--- src/logic/fetch_defs.svh ---
// widths, depths and counter reset values of the fetch frontend
`ifndef FETCH_DEFS_SVH
`define FETCH_DEFS_SVH

// address and data width
`define VLEN 32

// prediction structures
`define BHT_ENTRIES 16
`define RAS_DEPTH 2

// instruction queue toward decode
`define FETCH_QUEUE_DEPTH 4

// one 32-bit instruction per fetch
`define INSTR_BYTES 4

// counter value given to a history entry on its first update
`define BHT_WEAK_TAKEN 2'b10
`define BHT_WEAK_NOT_TAKEN 2'b01

`endif

--- src/logic/fetch_types_pkg.sv ---
// frontend types for control-flow class, history prediction and queue entry
`include "fetch_defs.svh"

package fetch_types_pkg;

  // class of a scanned instruction
  // a call links ra or t0, a return jumps through a link register without linking
  typedef enum logic [2:0] {
    CF_NONE   = 3'd0,
    CF_BRANCH = 3'd1,
    CF_JUMP   = 3'd2,
    CF_CALL   = 3'd3,
    CF_RETURN = 3'd4
  } cf_e;

  // read result of the branch history table
  typedef struct packed {
    logic valid;
    logic taken;
  } bht_prediction_t;

  // one instruction on its way to decode, 98 bits
  typedef struct packed {
    logic [`VLEN-1:0] pc;
    logic [31:0]      instr;
    logic             taken;
    // address fetched after this entry
    logic [`VLEN-1:0] target;
    logic             fault;
  } fetch_entry_t;

endpackage

--- src/logic/rv_isa_pkg.sv ---
// risc-v opcodes, link register numbers and immediate extractors
`include "fetch_defs.svh"

package rv_isa_pkg;

  // control-flow opcodes of the base integer set
  typedef enum logic [6:0] {
    OPC_BRANCH = 7'b1100011,
    OPC_JAL    = 7'b1101111,
    OPC_JALR   = 7'b1100111
  } opcode_e;

  // registers that act as link registers by convention
  localparam logic [4:0] REG_RA = 5'd1;
  localparam logic [4:0] REG_T0 = 5'd5;

  // sign-extended b-type immediate, bit 0 always clear
  function automatic logic [`VLEN-1:0] imm_b(input logic [31:0] instr);
    return {{(`VLEN-12){instr[31]}}, instr[7], instr[30:25], instr[11:8], 1'b0};
  endfunction

  // sign-extended j-type immediate
  function automatic logic [`VLEN-1:0] imm_j(input logic [31:0] instr);
    return {{(`VLEN-20){instr[31]}}, instr[19:12], instr[20], instr[30:21], 1'b0};
  endfunction

endpackage

--- src/logic/bht.sv ---
// branch history table of 2-bit saturating counters with update port
`include "fetch_defs.svh"

module bht
  import fetch_types_pkg::*;
(
  input  logic             clk_i,
  input  logic             rst_ni,
  input  logic [`VLEN-1:0] pc_i,
  input  logic             update_valid_i,
  input  logic [`VLEN-1:0] update_pc_i,
  input  logic             update_taken_i,
  output bht_prediction_t  prediction_o
);

  localparam int unsigned IDX_W = $clog2(`BHT_ENTRIES);

  logic [`BHT_ENTRIES-1:0] valid_q;
  logic [1:0]              cnt_q [`BHT_ENTRIES];
  logic [IDX_W-1:0]        rd_idx;
  logic [IDX_W-1:0]        wr_idx;

  // word index, the two low pc bits are always zero
  assign rd_idx = pc_i[IDX_W+1:2];
  assign wr_idx = update_pc_i[IDX_W+1:2];

  // combinational read, counter msb gives the direction
  assign prediction_o.valid = valid_q[rd_idx];
  assign prediction_o.taken = cnt_q[rd_idx][1];

  always_ff @(posedge clk_i or negedge rst_ni) begin
    if (!rst_ni) begin
      valid_q <= '0;
      for (int i = 0; i < `BHT_ENTRIES; i++) begin
        cnt_q[i] <= 2'b00;
      end
    end else if (update_valid_i) begin
      if (!valid_q[wr_idx]) begin
        // first outcome seen for this entry
        valid_q[wr_idx] <= 1'b1;
        cnt_q[wr_idx]   <= update_taken_i ? `BHT_WEAK_TAKEN : `BHT_WEAK_NOT_TAKEN;
      end else if (update_taken_i && cnt_q[wr_idx] != 2'b11) begin
        cnt_q[wr_idx] <= cnt_q[wr_idx] + 2'd1;
      end else if (!update_taken_i && cnt_q[wr_idx] != 2'b00) begin
        cnt_q[wr_idx] <= cnt_q[wr_idx] - 2'd1;
      end
    end
  end

endmodule

--- src/logic/frontend.sv ---
// fetch frontend top with response register, prediction and next-pc select
`include "fetch_defs.svh"

module frontend
  import fetch_types_pkg::*;
(
  input  logic             clk_i,
  input  logic             rst_ni,
  input  logic [`VLEN-1:0] boot_addr_i,
  input  logic             flush_i,
  input  logic             halt_i,
  // resolved control flow from execute
  input  logic             resolve_valid_i,
  input  logic [`VLEN-1:0] resolve_pc_i,
  input  logic [`VLEN-1:0] resolve_target_i,
  input  logic             resolve_taken_i,
  input  logic             resolve_is_branch_i,
  input  logic             resolve_mispredict_i,
  // exception return, trap and commit redirects
  input  logic             eret_i,
  input  logic [`VLEN-1:0] epc_i,
  input  logic             ex_valid_i,
  input  logic [`VLEN-1:0] trap_vector_i,
  input  logic             set_pc_commit_i,
  input  logic [`VLEN-1:0] pc_commit_i,
  // instruction cache
  output logic             icache_req_o,
  output logic [`VLEN-1:0] icache_addr_o,
  output logic             icache_kill_o,
  input  logic             icache_ready_i,
  input  logic             icache_valid_i,
  input  logic [`VLEN-1:0] icache_vaddr_i,
  input  logic [31:0]      icache_data_i,
  input  logic             icache_fault_i,
  // decode
  output logic [`VLEN-1:0] fetch_pc_o,
  output logic [31:0]      fetch_instr_o,
  output logic             fetch_taken_o,
  output logic [`VLEN-1:0] fetch_target_o,
  output logic             fetch_fault_o,
  output logic             fetch_valid_o,
  input  logic             fetch_ready_i
);

  localparam logic [`VLEN-1:0] INSTR_INC = `INSTR_BYTES;

  // registered cache response
  logic             rsp_valid_q;
  logic [`VLEN-1:0] rsp_vaddr_q;
  logic [31:0]      rsp_data_q;
  logic             rsp_fault_q;
  logic [`VLEN-1:0] rsp_seq_pc;
  // high in the cycles before the boot address has been loaded
  logic             npc_rst_load_q;
  logic [`VLEN-1:0] npc_d;
  logic [`VLEN-1:0] npc_q;
  logic [`VLEN-1:0] fetch_address;
  logic             if_ready;
  // scan and predictor results
  cf_e              cf;
  logic [`VLEN-1:0] imm;
  bht_prediction_t  bht_pred;
  logic             ras_valid;
  logic [`VLEN-1:0] ras_top;
  logic             ras_push;
  logic             ras_pop;
  logic             bp_valid;
  logic [`VLEN-1:0] predict_address;
  // queue side
  logic             queue_valid;
  logic             queue_ready;
  logic             scan_valid;
  logic             accepted;
  logic             replay;
  logic [`VLEN-1:0] replay_addr;
  fetch_entry_t     queue_entry;
  fetch_entry_t     fetch_entry;
  // backend redirects
  logic             is_mispredict;
  logic             redirect;

  assign is_mispredict = resolve_valid_i & resolve_mispredict_i;
  assign redirect = flush_i | is_mispredict | eret_i | ex_valid_i | set_pc_commit_i;

  // ------------------------------------------------------------------------
  // control-flow prediction on the registered response
  // ------------------------------------------------------------------------
  instr_scan i_instr_scan (
    .instr_i (rsp_data_q),
    .cf_o    (cf),
    .imm_o   (imm)
  );

  bht i_bht (
    .clk_i          (clk_i),
    .rst_ni         (rst_ni),
    .pc_i           (rsp_vaddr_q),
    .update_valid_i (resolve_valid_i & resolve_is_branch_i),
    .update_pc_i    (resolve_pc_i),
    .update_taken_i (resolve_taken_i),
    .prediction_o   (bht_pred)
  );

  ras i_ras (
    .clk_i   (clk_i),
    .rst_ni  (rst_ni),
    .push_i  (ras_push),
    .pop_i   (ras_pop),
    .data_i  (rsp_seq_pc),
    .valid_o (ras_valid),
    .top_o   (ras_top)
  );

  assign rsp_seq_pc = rsp_vaddr_q + INSTR_INC;

  // a redirect drops the registered instruction
  assign queue_valid = rsp_valid_q & ~redirect;
  // faulting words carry no usable instruction
  assign scan_valid  = queue_valid & ~rsp_fault_q;
  // stack updates only for instructions that enter the queue
  assign accepted    = scan_valid & ~replay;

  always_comb begin
    bp_valid        = 1'b0;
    ras_push        = 1'b0;
    ras_pop         = 1'b0;
    predict_address = rsp_vaddr_q + imm;
    case (cf)
      CF_BRANCH: begin
        // dynamic direction if trained, else backward taken
        bp_valid = scan_valid & (bht_pred.valid ? bht_pred.taken : imm[`VLEN-1]);
      end
      CF_JUMP: bp_valid = scan_valid;
      CF_CALL: begin
        // opcode bit 3 set means jal, a jalr call has no known target
        bp_valid = scan_valid & rsp_data_q[3];
        ras_push = accepted;
      end
      CF_RETURN: begin
        predict_address = ras_top;
        bp_valid        = scan_valid & ras_valid;
        ras_pop         = accepted & ras_valid;
      end
      default: bp_valid = 1'b0;
    endcase
  end

  // ------------------------------------------------------------------------
  // cache request and kill
  // ------------------------------------------------------------------------
  // kill drops everything in flight, so no new request goes out with it
  assign icache_kill_o = redirect | replay | bp_valid;
  // nothing is requested while reset is held
  assign icache_req_o  = rst_ni & queue_ready & ~icache_kill_o;
  assign if_ready      = icache_req_o & icache_ready_i;
  assign icache_addr_o = fetch_address;

  // next pc, later assignments win
  always_comb begin
    fetch_address = npc_rst_load_q ? boot_addr_i : npc_q;
    npc_d         = fetch_address;
    if (bp_valid) begin
      fetch_address = predict_address;
      npc_d         = predict_address;
    end
    if (if_ready) begin
      npc_d = {fetch_address[`VLEN-1:2], 2'b00} + INSTR_INC;
    end
    if (replay) begin
      npc_d = replay_addr;
    end
    if (is_mispredict) begin
      npc_d = resolve_target_i;
    end
    if (eret_i) begin
      npc_d = epc_i;
    end
    if (ex_valid_i) begin
      npc_d = trap_vector_i;
    end
    // restart after the committing instruction, or at it when halted
    if (set_pc_commit_i) begin
      npc_d = pc_commit_i + (halt_i ? '0 : INSTR_INC);
    end
  end

  always_ff @(posedge clk_i or negedge rst_ni) begin
    if (!rst_ni) begin
      npc_rst_load_q <= 1'b1;
      npc_q          <= '0;
      rsp_valid_q    <= 1'b0;
    end else begin
      npc_rst_load_q <= 1'b0;
      npc_q          <= npc_d;
      // a response in a kill cycle belongs to a dropped request
      rsp_valid_q    <= icache_valid_i & ~icache_kill_o;
    end
  end

  // response payload
  always_ff @(posedge clk_i) begin
    if (icache_valid_i) begin
      rsp_vaddr_q <= icache_vaddr_i;
      rsp_data_q  <= icache_data_i;
      rsp_fault_q <= icache_fault_i;
    end
  end

  // ------------------------------------------------------------------------
  // instruction queue toward decode
  // ------------------------------------------------------------------------
  assign queue_entry = '{
    pc:     rsp_vaddr_q,
    instr:  rsp_data_q,
    taken:  bp_valid,
    target: bp_valid ? predict_address : rsp_seq_pc,
    fault:  rsp_fault_q
  };

  instr_queue i_instr_queue (
    .clk_i         (clk_i),
    .rst_ni        (rst_ni),
    .flush_i       (flush_i),
    .valid_i       (queue_valid),
    .entry_i       (queue_entry),
    .ready_o       (queue_ready),
    .replay_o      (replay),
    .replay_addr_o (replay_addr),
    .fetch_entry_o (fetch_entry),
    .fetch_valid_o (fetch_valid_o),
    .fetch_ready_i (fetch_ready_i)
  );

  assign fetch_pc_o     = fetch_entry.pc;
  assign fetch_instr_o  = fetch_entry.instr;
  assign fetch_taken_o  = fetch_entry.taken;
  assign fetch_target_o = fetch_entry.target;
  assign fetch_fault_o  = fetch_entry.fault;

endmodule

--- src/logic/instr_queue.sv ---
// fetch entry fifo toward decode with replay request on overflow
`include "fetch_defs.svh"

module instr_queue
  import fetch_types_pkg::*;
(
  input  logic             clk_i,
  input  logic             rst_ni,
  input  logic             flush_i,
  input  logic             valid_i,
  input  fetch_entry_t     entry_i,
  output logic             ready_o,
  output logic             replay_o,
  output logic [`VLEN-1:0] replay_addr_o,
  output fetch_entry_t     fetch_entry_o,
  output logic             fetch_valid_o,
  input  logic             fetch_ready_i
);

  localparam int unsigned PTR_W = $clog2(`FETCH_QUEUE_DEPTH);
  localparam int unsigned CNT_W = $clog2(`FETCH_QUEUE_DEPTH + 1);

  fetch_entry_t     mem_q [`FETCH_QUEUE_DEPTH];
  logic [PTR_W-1:0] wr_ptr_q;
  logic [PTR_W-1:0] rd_ptr_q;
  logic [CNT_W-1:0] count_q;
  logic             full;
  logic             push;
  logic             pop;

  assign full = (count_q == CNT_W'(`FETCH_QUEUE_DEPTH));
  assign push = valid_i & ~full;
  assign pop  = fetch_valid_o & fetch_ready_i;

  // keep one slot spare for a response already on its way
  assign ready_o = (count_q <= CNT_W'(`FETCH_QUEUE_DEPTH - 2));

  // an entry that finds no room has to be fetched again
  assign replay_o      = valid_i & full;
  assign replay_addr_o = entry_i.pc;

  assign fetch_valid_o = (count_q != '0);
  assign fetch_entry_o = mem_q[rd_ptr_q];

  // ------------------------------------------------------------------------
  // pointers and fill level
  // ------------------------------------------------------------------------
  always_ff @(posedge clk_i or negedge rst_ni) begin
    if (!rst_ni) begin
      wr_ptr_q <= '0;
      rd_ptr_q <= '0;
      count_q  <= '0;
    end else if (flush_i) begin
      wr_ptr_q <= '0;
      rd_ptr_q <= '0;
      count_q  <= '0;
    end else begin
      if (push) begin
        wr_ptr_q <= wr_ptr_q + 1'b1;
      end
      if (pop) begin
        rd_ptr_q <= rd_ptr_q + 1'b1;
      end
      case ({push, pop})
        2'b10:   count_q <= count_q + 1'b1;
        2'b01:   count_q <= count_q - 1'b1;
        default: count_q <= count_q;
      endcase
    end
  end

  // entry storage
  always_ff @(posedge clk_i) begin
    if (push) begin
      mem_q[wr_ptr_q] <= entry_i;
    end
  end

endmodule

--- src/logic/instr_scan.sv ---
// combinational control-flow scan of one instruction
`include "fetch_defs.svh"

module instr_scan
  import rv_isa_pkg::*;
  import fetch_types_pkg::*;
(
  input  logic [31:0]      instr_i,
  output cf_e              cf_o,
  output logic [`VLEN-1:0] imm_o
);

  logic [6:0] opcode;
  logic [4:0] rd;
  logic [4:0] rs1;
  logic       rd_link;
  logic       rs1_link;

  assign opcode = instr_i[6:0];
  assign rd     = instr_i[11:7];
  assign rs1    = instr_i[19:15];

  // ra and t0 both count as link registers
  assign rd_link  = (rd == REG_RA) || (rd == REG_T0);
  assign rs1_link = (rs1 == REG_RA) || (rs1 == REG_T0);

  always_comb begin
    cf_o  = CF_NONE;
    // branch offset by default, its sign drives the static prediction
    imm_o = imm_b(instr_i);
    case (opcode)
      OPC_BRANCH: cf_o = CF_BRANCH;
      OPC_JAL: begin
        imm_o = imm_j(instr_i);
        cf_o  = rd_link ? CF_CALL : CF_JUMP;
      end
      OPC_JALR: begin
        // other register jumps have no known target and stay unpredicted
        if (rd_link) begin
          cf_o = CF_CALL;
        end else if (rs1_link) begin
          cf_o = CF_RETURN;
        end
      end
      default: cf_o = CF_NONE;
    endcase
  end

endmodule

--- src/logic/ras.sv ---
// return address stack with push and pop, entry 0 is the top
`include "fetch_defs.svh"

module ras (
  input  logic             clk_i,
  input  logic             rst_ni,
  input  logic             push_i,
  input  logic             pop_i,
  input  logic [`VLEN-1:0] data_i,
  output logic             valid_o,
  output logic [`VLEN-1:0] top_o
);

  logic [`VLEN-1:0]      addr_q [`RAS_DEPTH];
  logic [`RAS_DEPTH-1:0] valid_q;

  assign valid_o = valid_q[0];
  assign top_o   = addr_q[0];

  always_ff @(posedge clk_i or negedge rst_ni) begin
    if (!rst_ni) begin
      valid_q <= '0;
    end else if (push_i && pop_i) begin
      valid_q[0] <= 1'b1;
    end else if (push_i) begin
      // oldest entry drops off the bottom
      valid_q <= {valid_q[`RAS_DEPTH-2:0], 1'b1};
    end else if (pop_i) begin
      valid_q <= {1'b0, valid_q[`RAS_DEPTH-1:1]};
    end
  end

  // addresses follow the valid bits
  always_ff @(posedge clk_i) begin
    if (push_i && pop_i) begin
      addr_q[0] <= data_i;
    end else if (push_i) begin
      for (int i = `RAS_DEPTH - 1; i > 0; i--) begin
        addr_q[i] <= addr_q[i-1];
      end
      addr_q[0] <= data_i;
    end else if (pop_i) begin
      for (int i = 0; i < `RAS_DEPTH - 1; i++) begin
        addr_q[i] <= addr_q[i+1];
      end
    end
  end

endmodule

--- config.mk ---
export PLATFORM = sky130hd
export DESIGN_NAME = frontend
export DESIGN_NICKNAME = d
export VERILOG_FILES = /design/src/logic/fetch_types_pkg.sv /design/src/logic/rv_isa_pkg.sv /design/src/logic/bht.sv /design/src/logic/frontend.sv /design/src/logic/instr_queue.sv /design/src/logic/instr_scan.sv /design/src/logic/ras.sv
export VERILOG_INCLUDE_DIRS = /design/src /design/src/logic
export SDC_FILE = /design/constraint.sdc
export NUM_CORES = 1
export LEC_CHECK = 0
export BUFFER_PORTS_ARGS = -buffer_cell sky130_fd_sc_hd__buf_4
export CORE_MARGIN = 2
export CORE_UTILIZATION = 40
export CTS_CLUSTER_DIAMETER = 50
export DETAILED_ROUTE_END_ITERATION = 8
export GPL_ROUTABILITY_DRIVEN = 0
export MAX_ROUTING_LAYER = met4
export PLACE_DENSITY_LB_ADDON = 0.1
export SKIP_LAST_GASP = 1
export SYNTH_ARGS = -nofsm -noshare
export SYNTH_HDL_FRONTEND = slang
export SYNTH_SLANG_ARGS = --single-unit
--- constraint.sdc ---
create_clock -name clk_i -period 10.1 [get_ports clk_i]
set_input_delay 1.01 -clock clk_i [delete_from_list [all_inputs] [get_ports clk_i]]
set_output_delay 1.01 -clock clk_i [all_outputs]
set_load 0.005 [all_outputs]
==> reports/summary.txt, run 1 <==
status = finished, final reports clean
clock root buffer = clkbuf_16
area of the multi-input gates = 10700 sq um
Post-CTS Hold Buffers = 0
Ys Warns = 0
Chip Height = 274 um
post-synthesis cell count = 2056
Yosys top cell by area = edfxtp_1
CP cell instances = and4b_1, nand4_1, mux2_2, ha_1, fa_1, a211oi_1, o21ai_1, a32oi_2, nand3_1, a41oi_1, o21ai_0, xnor2_1, a31oi_1, buf_4
Congestion Overflow GR = 0
Setup TNS = 0 ps
Core Box Area = 71900 sq um
Die W = 274 um
CP endpoint kind = output pin
reg2reg start = rsp_data_q[4]
startpoint types = register
area post-placement = 33000 sq um
Pre-antenna DRT Iters = 5
Netlist cell types = 99
Worst path depth = 14
FILL cells = 6382
# nets final = 2763
share of flip-flops with an asynchronous set or reset = 14.9%
fin crit share = 67.4%
crit path DAT = 5800 ps
Die ar. = 75000 sq um
FF-to-FF setup slack = 4220 ps
max cap viols = 0
pre-CTS WS = 3970 ps
Routed Antenna Nets = 0
post-CTS setup buffers = 0
internal power = 4.86 mW
DR vias = 19.6k
Tot GR Track Use = 24.6%
vias in the first global route = 19.9k
# setup viols final = 0
clk_skew = 29.9 ps
sequential share of power = 45.5%
Reg area = 17900 sq um
unrepaired setup endpoints after global routing = no
largest net degree at the start of global routing = 65
type of the worst setup path = register to output pin
max-slew violations = 0
HPWL Detailed = 62900 um
#FFs+latches synth = 612
r2r worst-path depth = 16
FMAX = 147 MHz
dominant synthesized flop cell = edfxtp_1
headroom to the max-slew limit = 27.2%
DRC Markers = 0
P per Cell Area = 184 nW/um^2
std cell rows = 98
Max clock buf depth = 3
FF-to-FF End = npc_q[28]
final hold violations = 0
Initial Utilization = 40.6%
slowest stage delay, CP = 560 ps
worst vdd ir = 0.000116 V
Sw Share = 25.5%
mapped cell area = 29100 sq um
layout cells sized above 1 = 29.5%
NetSw = 1.66 mW
Mapped Nets = 2373
Final min period = 6810 ps
wire per inst = 25.9 um
PnR worst setup slack = 3290 ps
Comb pwr share = 13.4%
Clock Sink Count = 612
CTS tree = done
vias per cell = 5.67
clock latency on the worst-skew pair = 620 ps
most frequent cells after synthesis = 521 x edfxtp_1, 159 x nor2_1, 134 x a21oi_1
total length of routed wires = 89700 um
critical path's top delay family = compound AO/OA/AOI/OAI gates
Syn Area/Cell = 14.2 sq um
Buffers on Ports = 375
sequential area share after synthesis = 61.5%
largest cells by area after synthesis = edfxtp_1 54%, mux4_2 8.8%, dfrtp_1 7.7%
Hold Path Class = input port to async pin
Resize count post-CTS = 0
final instance area = 35500 sq um
Hold WS = 413 ps
Worst-Margin Slew = 1060 ps
first-pass GRT wire length = 131000 um
initial antenna violation count = 3
Buf/Inv on CP = 1
Num CTS Buffers = 78
worst endpoint required time = 9090 ps
I/O pins = 404
crit-path max FO = 14
Pleak = 12.8 nW
EDFF count, synth = 521
top-count cell post-synth = edfxtp_1
Slowest cell on crit path = nand4_1
Detailed Route Iter0 Violations = 1478
post-synth top area share = 53.7%
clock power share = 41.1%
H-tree depth = 3
Clock transition at path regs = 60 ps
area grow syn2layout = 21.8%
final cells by class:
| type | instances | share of cell area, % |
|---|---|---|
| repair buffers | 410 | 8.67 |
| clock inverters | 43 | 1.15 |
| diodes | 1 | 0.00705 |
| well taps | 950 | 3.35 |
| inverters | 38 | 0.402 |
| clock buffers | 97 | 5.88 |
| multi-input cells | 1306 | 30.0 |
| flip-flops and latches | 612 | 50.5 |
logic make-up (layout without fill, tap and decap cells):
family	after synthesis	count (layout)	share of synthesized area (%)
other	1	2	0.0129
flip-flops	612	612	61.5
multiplexers	226	226	12.9
buffers and inverters	138	588	2.03
XOR/XNOR	107	107	3.22
AND/OR/NAND/NOR	511	511	8.77
adder cells (fa/ha/maj)	46	46	2.03
AO/OA/AOI/OAI	415	415	9.54
layout by cell type (no fill, tap or decap), types with 14 or more instances in the layout:
master / instances
edfxtp_1: 521
buf_4: 410
nor2_1: 159
a21oi_1: 134
nand2_1: 127
mux4_2: 114
dfrtp_1: 88
clkbuf_16: 81
o21ai_0: 73
xnor2_1: 63
mux2i_1: 58
mux2_2: 53
nand3_1: 53
xor2_1: 44
ha_1: 43
a211oi_1: 38
inv_1: 37
nor2b_1: 32
a21o_1: 22
nand4_1: 21
and3_1: 21
nor3_1: 20
clkbuf_1: 16
a31oi_1: 14
o22ai_1: 14
clkinv_1: 14
through the flow:
step | util, % | cells | power (mW)
after floorplan | - | 2056 | 3.49
after global placement | 45.9 | 3316 | 3.87
after detailed placement | 45.9 | 3316 | 3.88
after CTS | 49.4 | 3456 | 6.58
after global routing | 49.4 | 3457 | 6.76
final | 49.4 | 3457 | 6.52
registers in the layout, summed over array words and instances (netlist names):
signal and count:
i_bht.cnt_q 32, rsp_data_q 32, npc_rst_load_q 1, i_ras.valid_q 2, i_instr_queue.wr_ptr_q 2, i_instr_queue.rd_ptr_q 2, i_instr_queue.count_q 3, rsp_fault_q 1
rsp_vaddr_q 32, rsp_valid_q 1, i_bht.valid_q 16, i_ras.addr_q 64, npc_q 32, i_instr_queue.mem_q 392
worst max path at each step:
stage	endpoint	from
2_1_floorplan	i_instr_queue.mem_q[0][0]	eret_i
3_3_place_gp	icache_addr_o[31]	rsp_data_q[4]
3_5_place_dp	icache_addr_o[31]	rsp_data_q[4]
4_1_cts	icache_addr_o[31]	rsp_data_q[4]
5_1_grt	icache_addr_o[31]	rsp_data_q[4]
6_report	icache_addr_o[31]	rsp_data_q[4]
power by group through the flow:
stage | Clock, mW | Combinational, mW | Sequential, mW
after floorplan | 0 | 0.520 | 2.97
after global placement | 0 | 0.856 | 3.01
after detailed placement | 0 | 0.866 | 3.02
after CTS | 2.74 | 0.871 | 2.97
after global routing | 2.84 | 0.944 | 2.98
final | 2.68 | 0.871 | 2.97
layer usage:
layer | part of all wire (%) | track usage, % | vias to the layer above
li1 | - | - | 8807
met1 | 43 | 33.0 | 9947
met5 | 0 | - | -
met2 | 48 | 38.2 | 735
met4 | 2.2 | 6.97 | 0
met3 | 6.9 | 4.87 | 105
worst register-to-register path: stages, from the launching register on:
cell      delay [ps]
edfxtp_1         450
and4b_1          540
nand4_1          570
mux2_2           530
ha_1             240
fa_1             440
a211oi_1         230
o21ai_1          200
a32oi_2          300
nand3_1          300
a31o_2           290
a211o_1          370
a31oi_2          390
nand2_1          190
nor4_1           360
xnor2_1          170
a31oi_1          120
Power figures use the tool's default switching activity.
==> run 2, diff against run 1 <==
- clock period: 10.1 -> 5.9 ns (I/O delays scaled with it)
==> run 2 against run 1 <==
Combinational power is 72% higher. Via count rose by 0.10%. Flip-flop and latch count did not move. Wire length up 1.2%. Register-to-register slack got worse by 3500 ps. Sequential power rose by 71%. Utilization is 0.36 points higher. Setup slack got worse by 3100 ps. Critical path type unchanged. Largest cell class unchanged.
==> reports/summary.txt, run 2 (same netlist as run 1, synthesis figures left out) <==
post-CTS setup buffers = 0
wire per inst = 26.1 um
# setup viols final = 0
PnR worst setup slack = 223 ps
Setup TNS = 0 ps
max-slew violations = 0
clk_skew = 26.7 ps
fin crit share = 96.2%
Die W = 274 um
final hold violations = 0
first-pass GRT wire length = 132000 um
Hold Path Class = input port to register
vias in the first global route = 19.8k
Core Box Area = 71900 sq um
biggest regs = i_instr_queue.mem_q (392), i_ras.addr_q (64)
CP endpoint kind = output pin
status = finished, final reports clean
Clock transition at path regs = 60 ps
FF-to-FF setup slack = 700 ps
Pre-antenna DRT Iters = 5
std cell rows = 98
Die ar. = 75000 sq um
Worst-Margin Slew = 1020 ps
Chip Height = 274 um
unrepaired setup endpoints after global routing = no
FMAX = 176 MHz
Buffers on Ports = 375
DR vias = 19.6k
total length of routed wires = 90700 um
# nets final = 2777
CTS tree = done
area grow syn2layout = 22.7%
Initial Utilization = 40.6%
startpoint types = register
initial antenna violation count = 1
commonest non-fill, non-tap cells in the layout = 521 x edfxtp_1, 420 x buf_4, 159 x nor2_1
Pleak = 13.0 nW
crit-path max FO = 14
commonest non-fill, non-tap cell in the layout = edfxtp_1
max cap viols = 0
Post-Place Cells = 3330
I/O pins = 404
clock latency on the worst-skew pair = 620 ps
HPWL Detailed = 64500 um
Largest register FFs = 392
type of the worst setup path = register to output pin
DRC Markers = 0
total power = 11.3 mW
layout cells sized above 1 = 30.2%
non-filler cells in the finished layout = 3471
Biggest register = i_instr_queue.mem_q
vias per cell = 5.65
Detailed Route Iter0 Violations = 1765
Tot GR Track Use = 24.8%
Hold WS = 150 ps
clock root buffer = clkbuf_16
headroom to the max-slew limit = 30.3%
worst vdd ir = 0.000194 V
pre-CTS WS = 553 ps
final instance area = 35700 sq um
Max clock buf depth = 3
Final min period = 5680 ps
fin util = 49.7%
area post-placement = 33100 sq um
Routed Antenna Nets = 0
worst endpoint required time = 5310 ps
largest net degree at the start of global routing = 69
Num CTS Buffers = 77
P per Cell Area = 316 nW/um^2
crit path DAT = 5090 ps
Congestion Overflow GR = 0
Clock Sink Count = 612
H-tree depth = 3
-- run 2: where the power goes --
group	total, mW	switching (mW)	internal, mW	leakage [nW]
clock	4.71	1.86	2.85	1.25
sequential	5.09	0.192	4.90	5.85
combinational	1.50	0.819	0.678	5.87
-- run 2: worst max-delay path, stage by stage, from the launching register on --
cell and delay, ps:
edfxtp_1 440, and4b_2 450, nand4_1 120, buf_4 210, mux2_2 310, ha_1 370, o211ai_1 140, o211ai_1 360
a21oi_1 200, o21ai_1 410, o2111a_1 280, nor3_1 60, or3b_1 380, a31oi_1 510, buf_4 220
-- run 2: layer usage --
layer | part of all wire [%] | global-route usage (%) | up-vias
li1 | - | - | 8848
met1 | 44 | 33.4 | 9872
met2 | 48 | 38.9 | 772
met3 | 6.3 | 3.99 | 122
met4 | 2.3 | 6.92 | 0
met5 | 0 | - | -
-- run 2: layout make-up --
type	count	area [sq um]
fillers	6364	36100
flip-flops and latches	612	17900
multi-input cells	1306	10700
repair buffers	425	3240
clock buffers	95	2090
well taps	950	1190
clock inverters	43	475
inverters	38	143
diodes	2	5.00
-- run 2: final timing paths --
kind                                                   to  cells past startpoint                 from
worst max-delay path                    icache_addr_o[28]                     14        rsp_data_q[4]
max in group asynchronous       i_instr_queue.rd_ptr_q[1]                      3               rst_ni
worst max register to register                  npc_q[18]                     20        rsp_data_q[4]
worst min register to register        i_ras.addr_q[1][13]                      0  i_ras.addr_q[0][13]
worst min-delay path                        rsp_data_q[3]                      1     icache_data_i[3]
min in group asynchronous                 i_bht.cnt_q[18]                      2               rst_ni
-- run 2: repair_timing --
action                     4_1_cts  5_1_grt
gates resized for setup          0        4
hold endpoints to repair        23        0
setup endpoints to repair        0        5
hold buffers                     1        0
==> run 3, diff against run 2 <==
- CORE_UTILIZATION: 40 -> 32
- PLACE_DENSITY: default -> 0.54
- PLACE_DENSITY_LB_ADDON: 0.1 -> default
==> run 3 against run 2 <==
Combinational power about the same. Largest cell class unchanged. Non-clock buffer count down 1. Maximum frequency up 1.0%. Highest routed layer unchanged. Cell count up 7.3%. Count of clock-buffer cells in the layout up 8.
==> reports/summary.txt, run 3 (same netlist as run 1, synthesis figures left out) <==
crit-path max FO = 7
initial antenna violation count = 4
FMAX = 178 MHz
Clock transition at path regs = 60 ps
area grow syn2layout = 25.1%
critical hold path startpoint = icache_data_i[8]
Clock Sink Count = 612
area post-placement = 33400 sq um
first-pass GRT wire length = 138000 um
Tot GR Track Use = 20.7%
# nets final = 2787
final hold violations = 0
total length of routed wires = 94700 um
commonest non-fill, non-tap cell in the layout = edfxtp_1
# setup viols final = 0
CP endpoint kind = output pin
unrepaired setup endpoints after global routing = no
I/O pins = 404
total power = 11.8 mW
Die ar. = 93500 sq um
largest net degree at the start of global routing = 76
Pre-antenna DRT Iters = 5
crit path DAT = 5030 ps
Worst Hold End = rsp_data_q[8]
vias per cell = 5.37
startpoint types = register
Detailed Route Iter0 Violations = 1693
P per Cell Area = 325 nW/um^2
status = finished, final reports clean
Initial Utilization = 32.3%
max cap viols = 0
Buffers on Ports = 375
Chip Height = 306 um
Largest register FFs = 392
clk_skew = 42.8 ps
fin util = 40.4%
CP startpoint = rsp_data_q[4]
Die W = 306 um
H-tree depth = 3
clock latency on the worst-skew pair = 650 ps
biggest regs = i_instr_queue.mem_q (392), i_ras.addr_q (64)
Num CTS Buffers = 88
CTS tree = done
Worst-Margin Slew = 1150 ps
Hold Path Class = input port to register
layout cells sized above 1 = 31.1%
std cell rows = 110
Core Box Area = 90100 sq um
HPWL Detailed = 67700 um
vias in the first global route = 20.6k
type of the worst setup path = register to output pin
DRC Markers = 0
area of the multi-input gates = 10700 sq um
reg2reg start = rsp_data_q[4]
Congestion Overflow GR = 0
worst endpoint required time = 5310 ps
max-slew violations = 0
fin crit share = 95.3%
DR vias = 20.0k
FILL cells = 8326
hold path depth = 1
headroom to the max-slew limit = 20.9%
FF-to-FF End = npc_q[31]
worst vdd ir = 0.000180 V
clock root buffer = clkbuf_16
Biggest register = i_instr_queue.mem_q
commonest non-fill, non-tap cells in the layout = 521 x edfxtp_1, 416 x buf_4, 159 x nor2_1
Reg area = 17900 sq um
Max clock buf depth = 3
Setup TNS = 0 ps
Routed Antenna Nets = 0
r2r worst-path depth = 17
final instance area = 36500 sq um
wire per inst = 25.4 um
FF-to-FF setup slack = 770 ps
Final min period = 5620 ps
Pleak = 13.2 nW
## run 3: power breakdown
part           switching [mW]  internal (mW)
clock network            2.08           3.16
logic                   0.828          0.674
registers               0.203           4.90
## run 3: cell type report
type | instances | share of cell area (%)
Antenna cell | 5 | 0.0343
Clock buffer | 103 | 6.31
Clock inverter | 59 | 1.79
Inverter | 38 | 0.391
Multi-Input combinational cell | 1306 | 29.3
Sequential cell | 612 | 49.2
Tap cell | 1176 | 4.04
Timing Repair Buffer | 424 | 8.98
## run 3: worst max-delay path: stages (launching register included)
cell and delay (ps):
edfxtp_1 430, and4b_1 360, nand4_1 100, buf_4 190
mux2_2 290, ha_1 220, fa_1 440, a211oi_1 250
o21ai_1 210, a32oi_2 300, nand3_1 310, a41oi_1 390
o21ai_0 180, xnor2_1 200, a31oi_2 340, buf_4 180
## run 3: through the flow
step,setup slack (ps),hold WS [ps],std cells
after floorplan,1110,294,2056
after global placement,585,432,3553
after detailed placement,566,431,3553
after CTS,188,74.8,3718
after global routing,30.2,90.4,3721
final,280,122,3723
## run 3: timing repair
action	CTS	global route
hold buffers	1	0
endpoints found under the setup margin	4	5
gates resized for setup	0	5
endpoints found under the hold margin	22	0
pin swaps	1	0
setup buffers	2	0
## run 3: worst max path at each step
stage                                            to  slack [ps]  depth (start not counted)
after CTS                         icache_addr_o[31]         190                         15
after floorplan           i_instr_queue.mem_q[0][0]        1110                          6
after global placement                    npc_q[31]         590                         16
final                             icache_addr_o[31]         280                         15
after global routing              icache_addr_o[30]          30                         18
after detailed placement                  npc_q[30]         570                         16
## run 3: per-layer routing
metal / up-vias / global-route usage (%) / wire length, um
met1: 10100 / 27.1 / 40700
met5: - / - / 0
met4: 0 / 7.40 / 3100
met3: 157 / 3.92 / 6600
met2: 868 / 32.2 / 44300
li1: 8878 / - / -
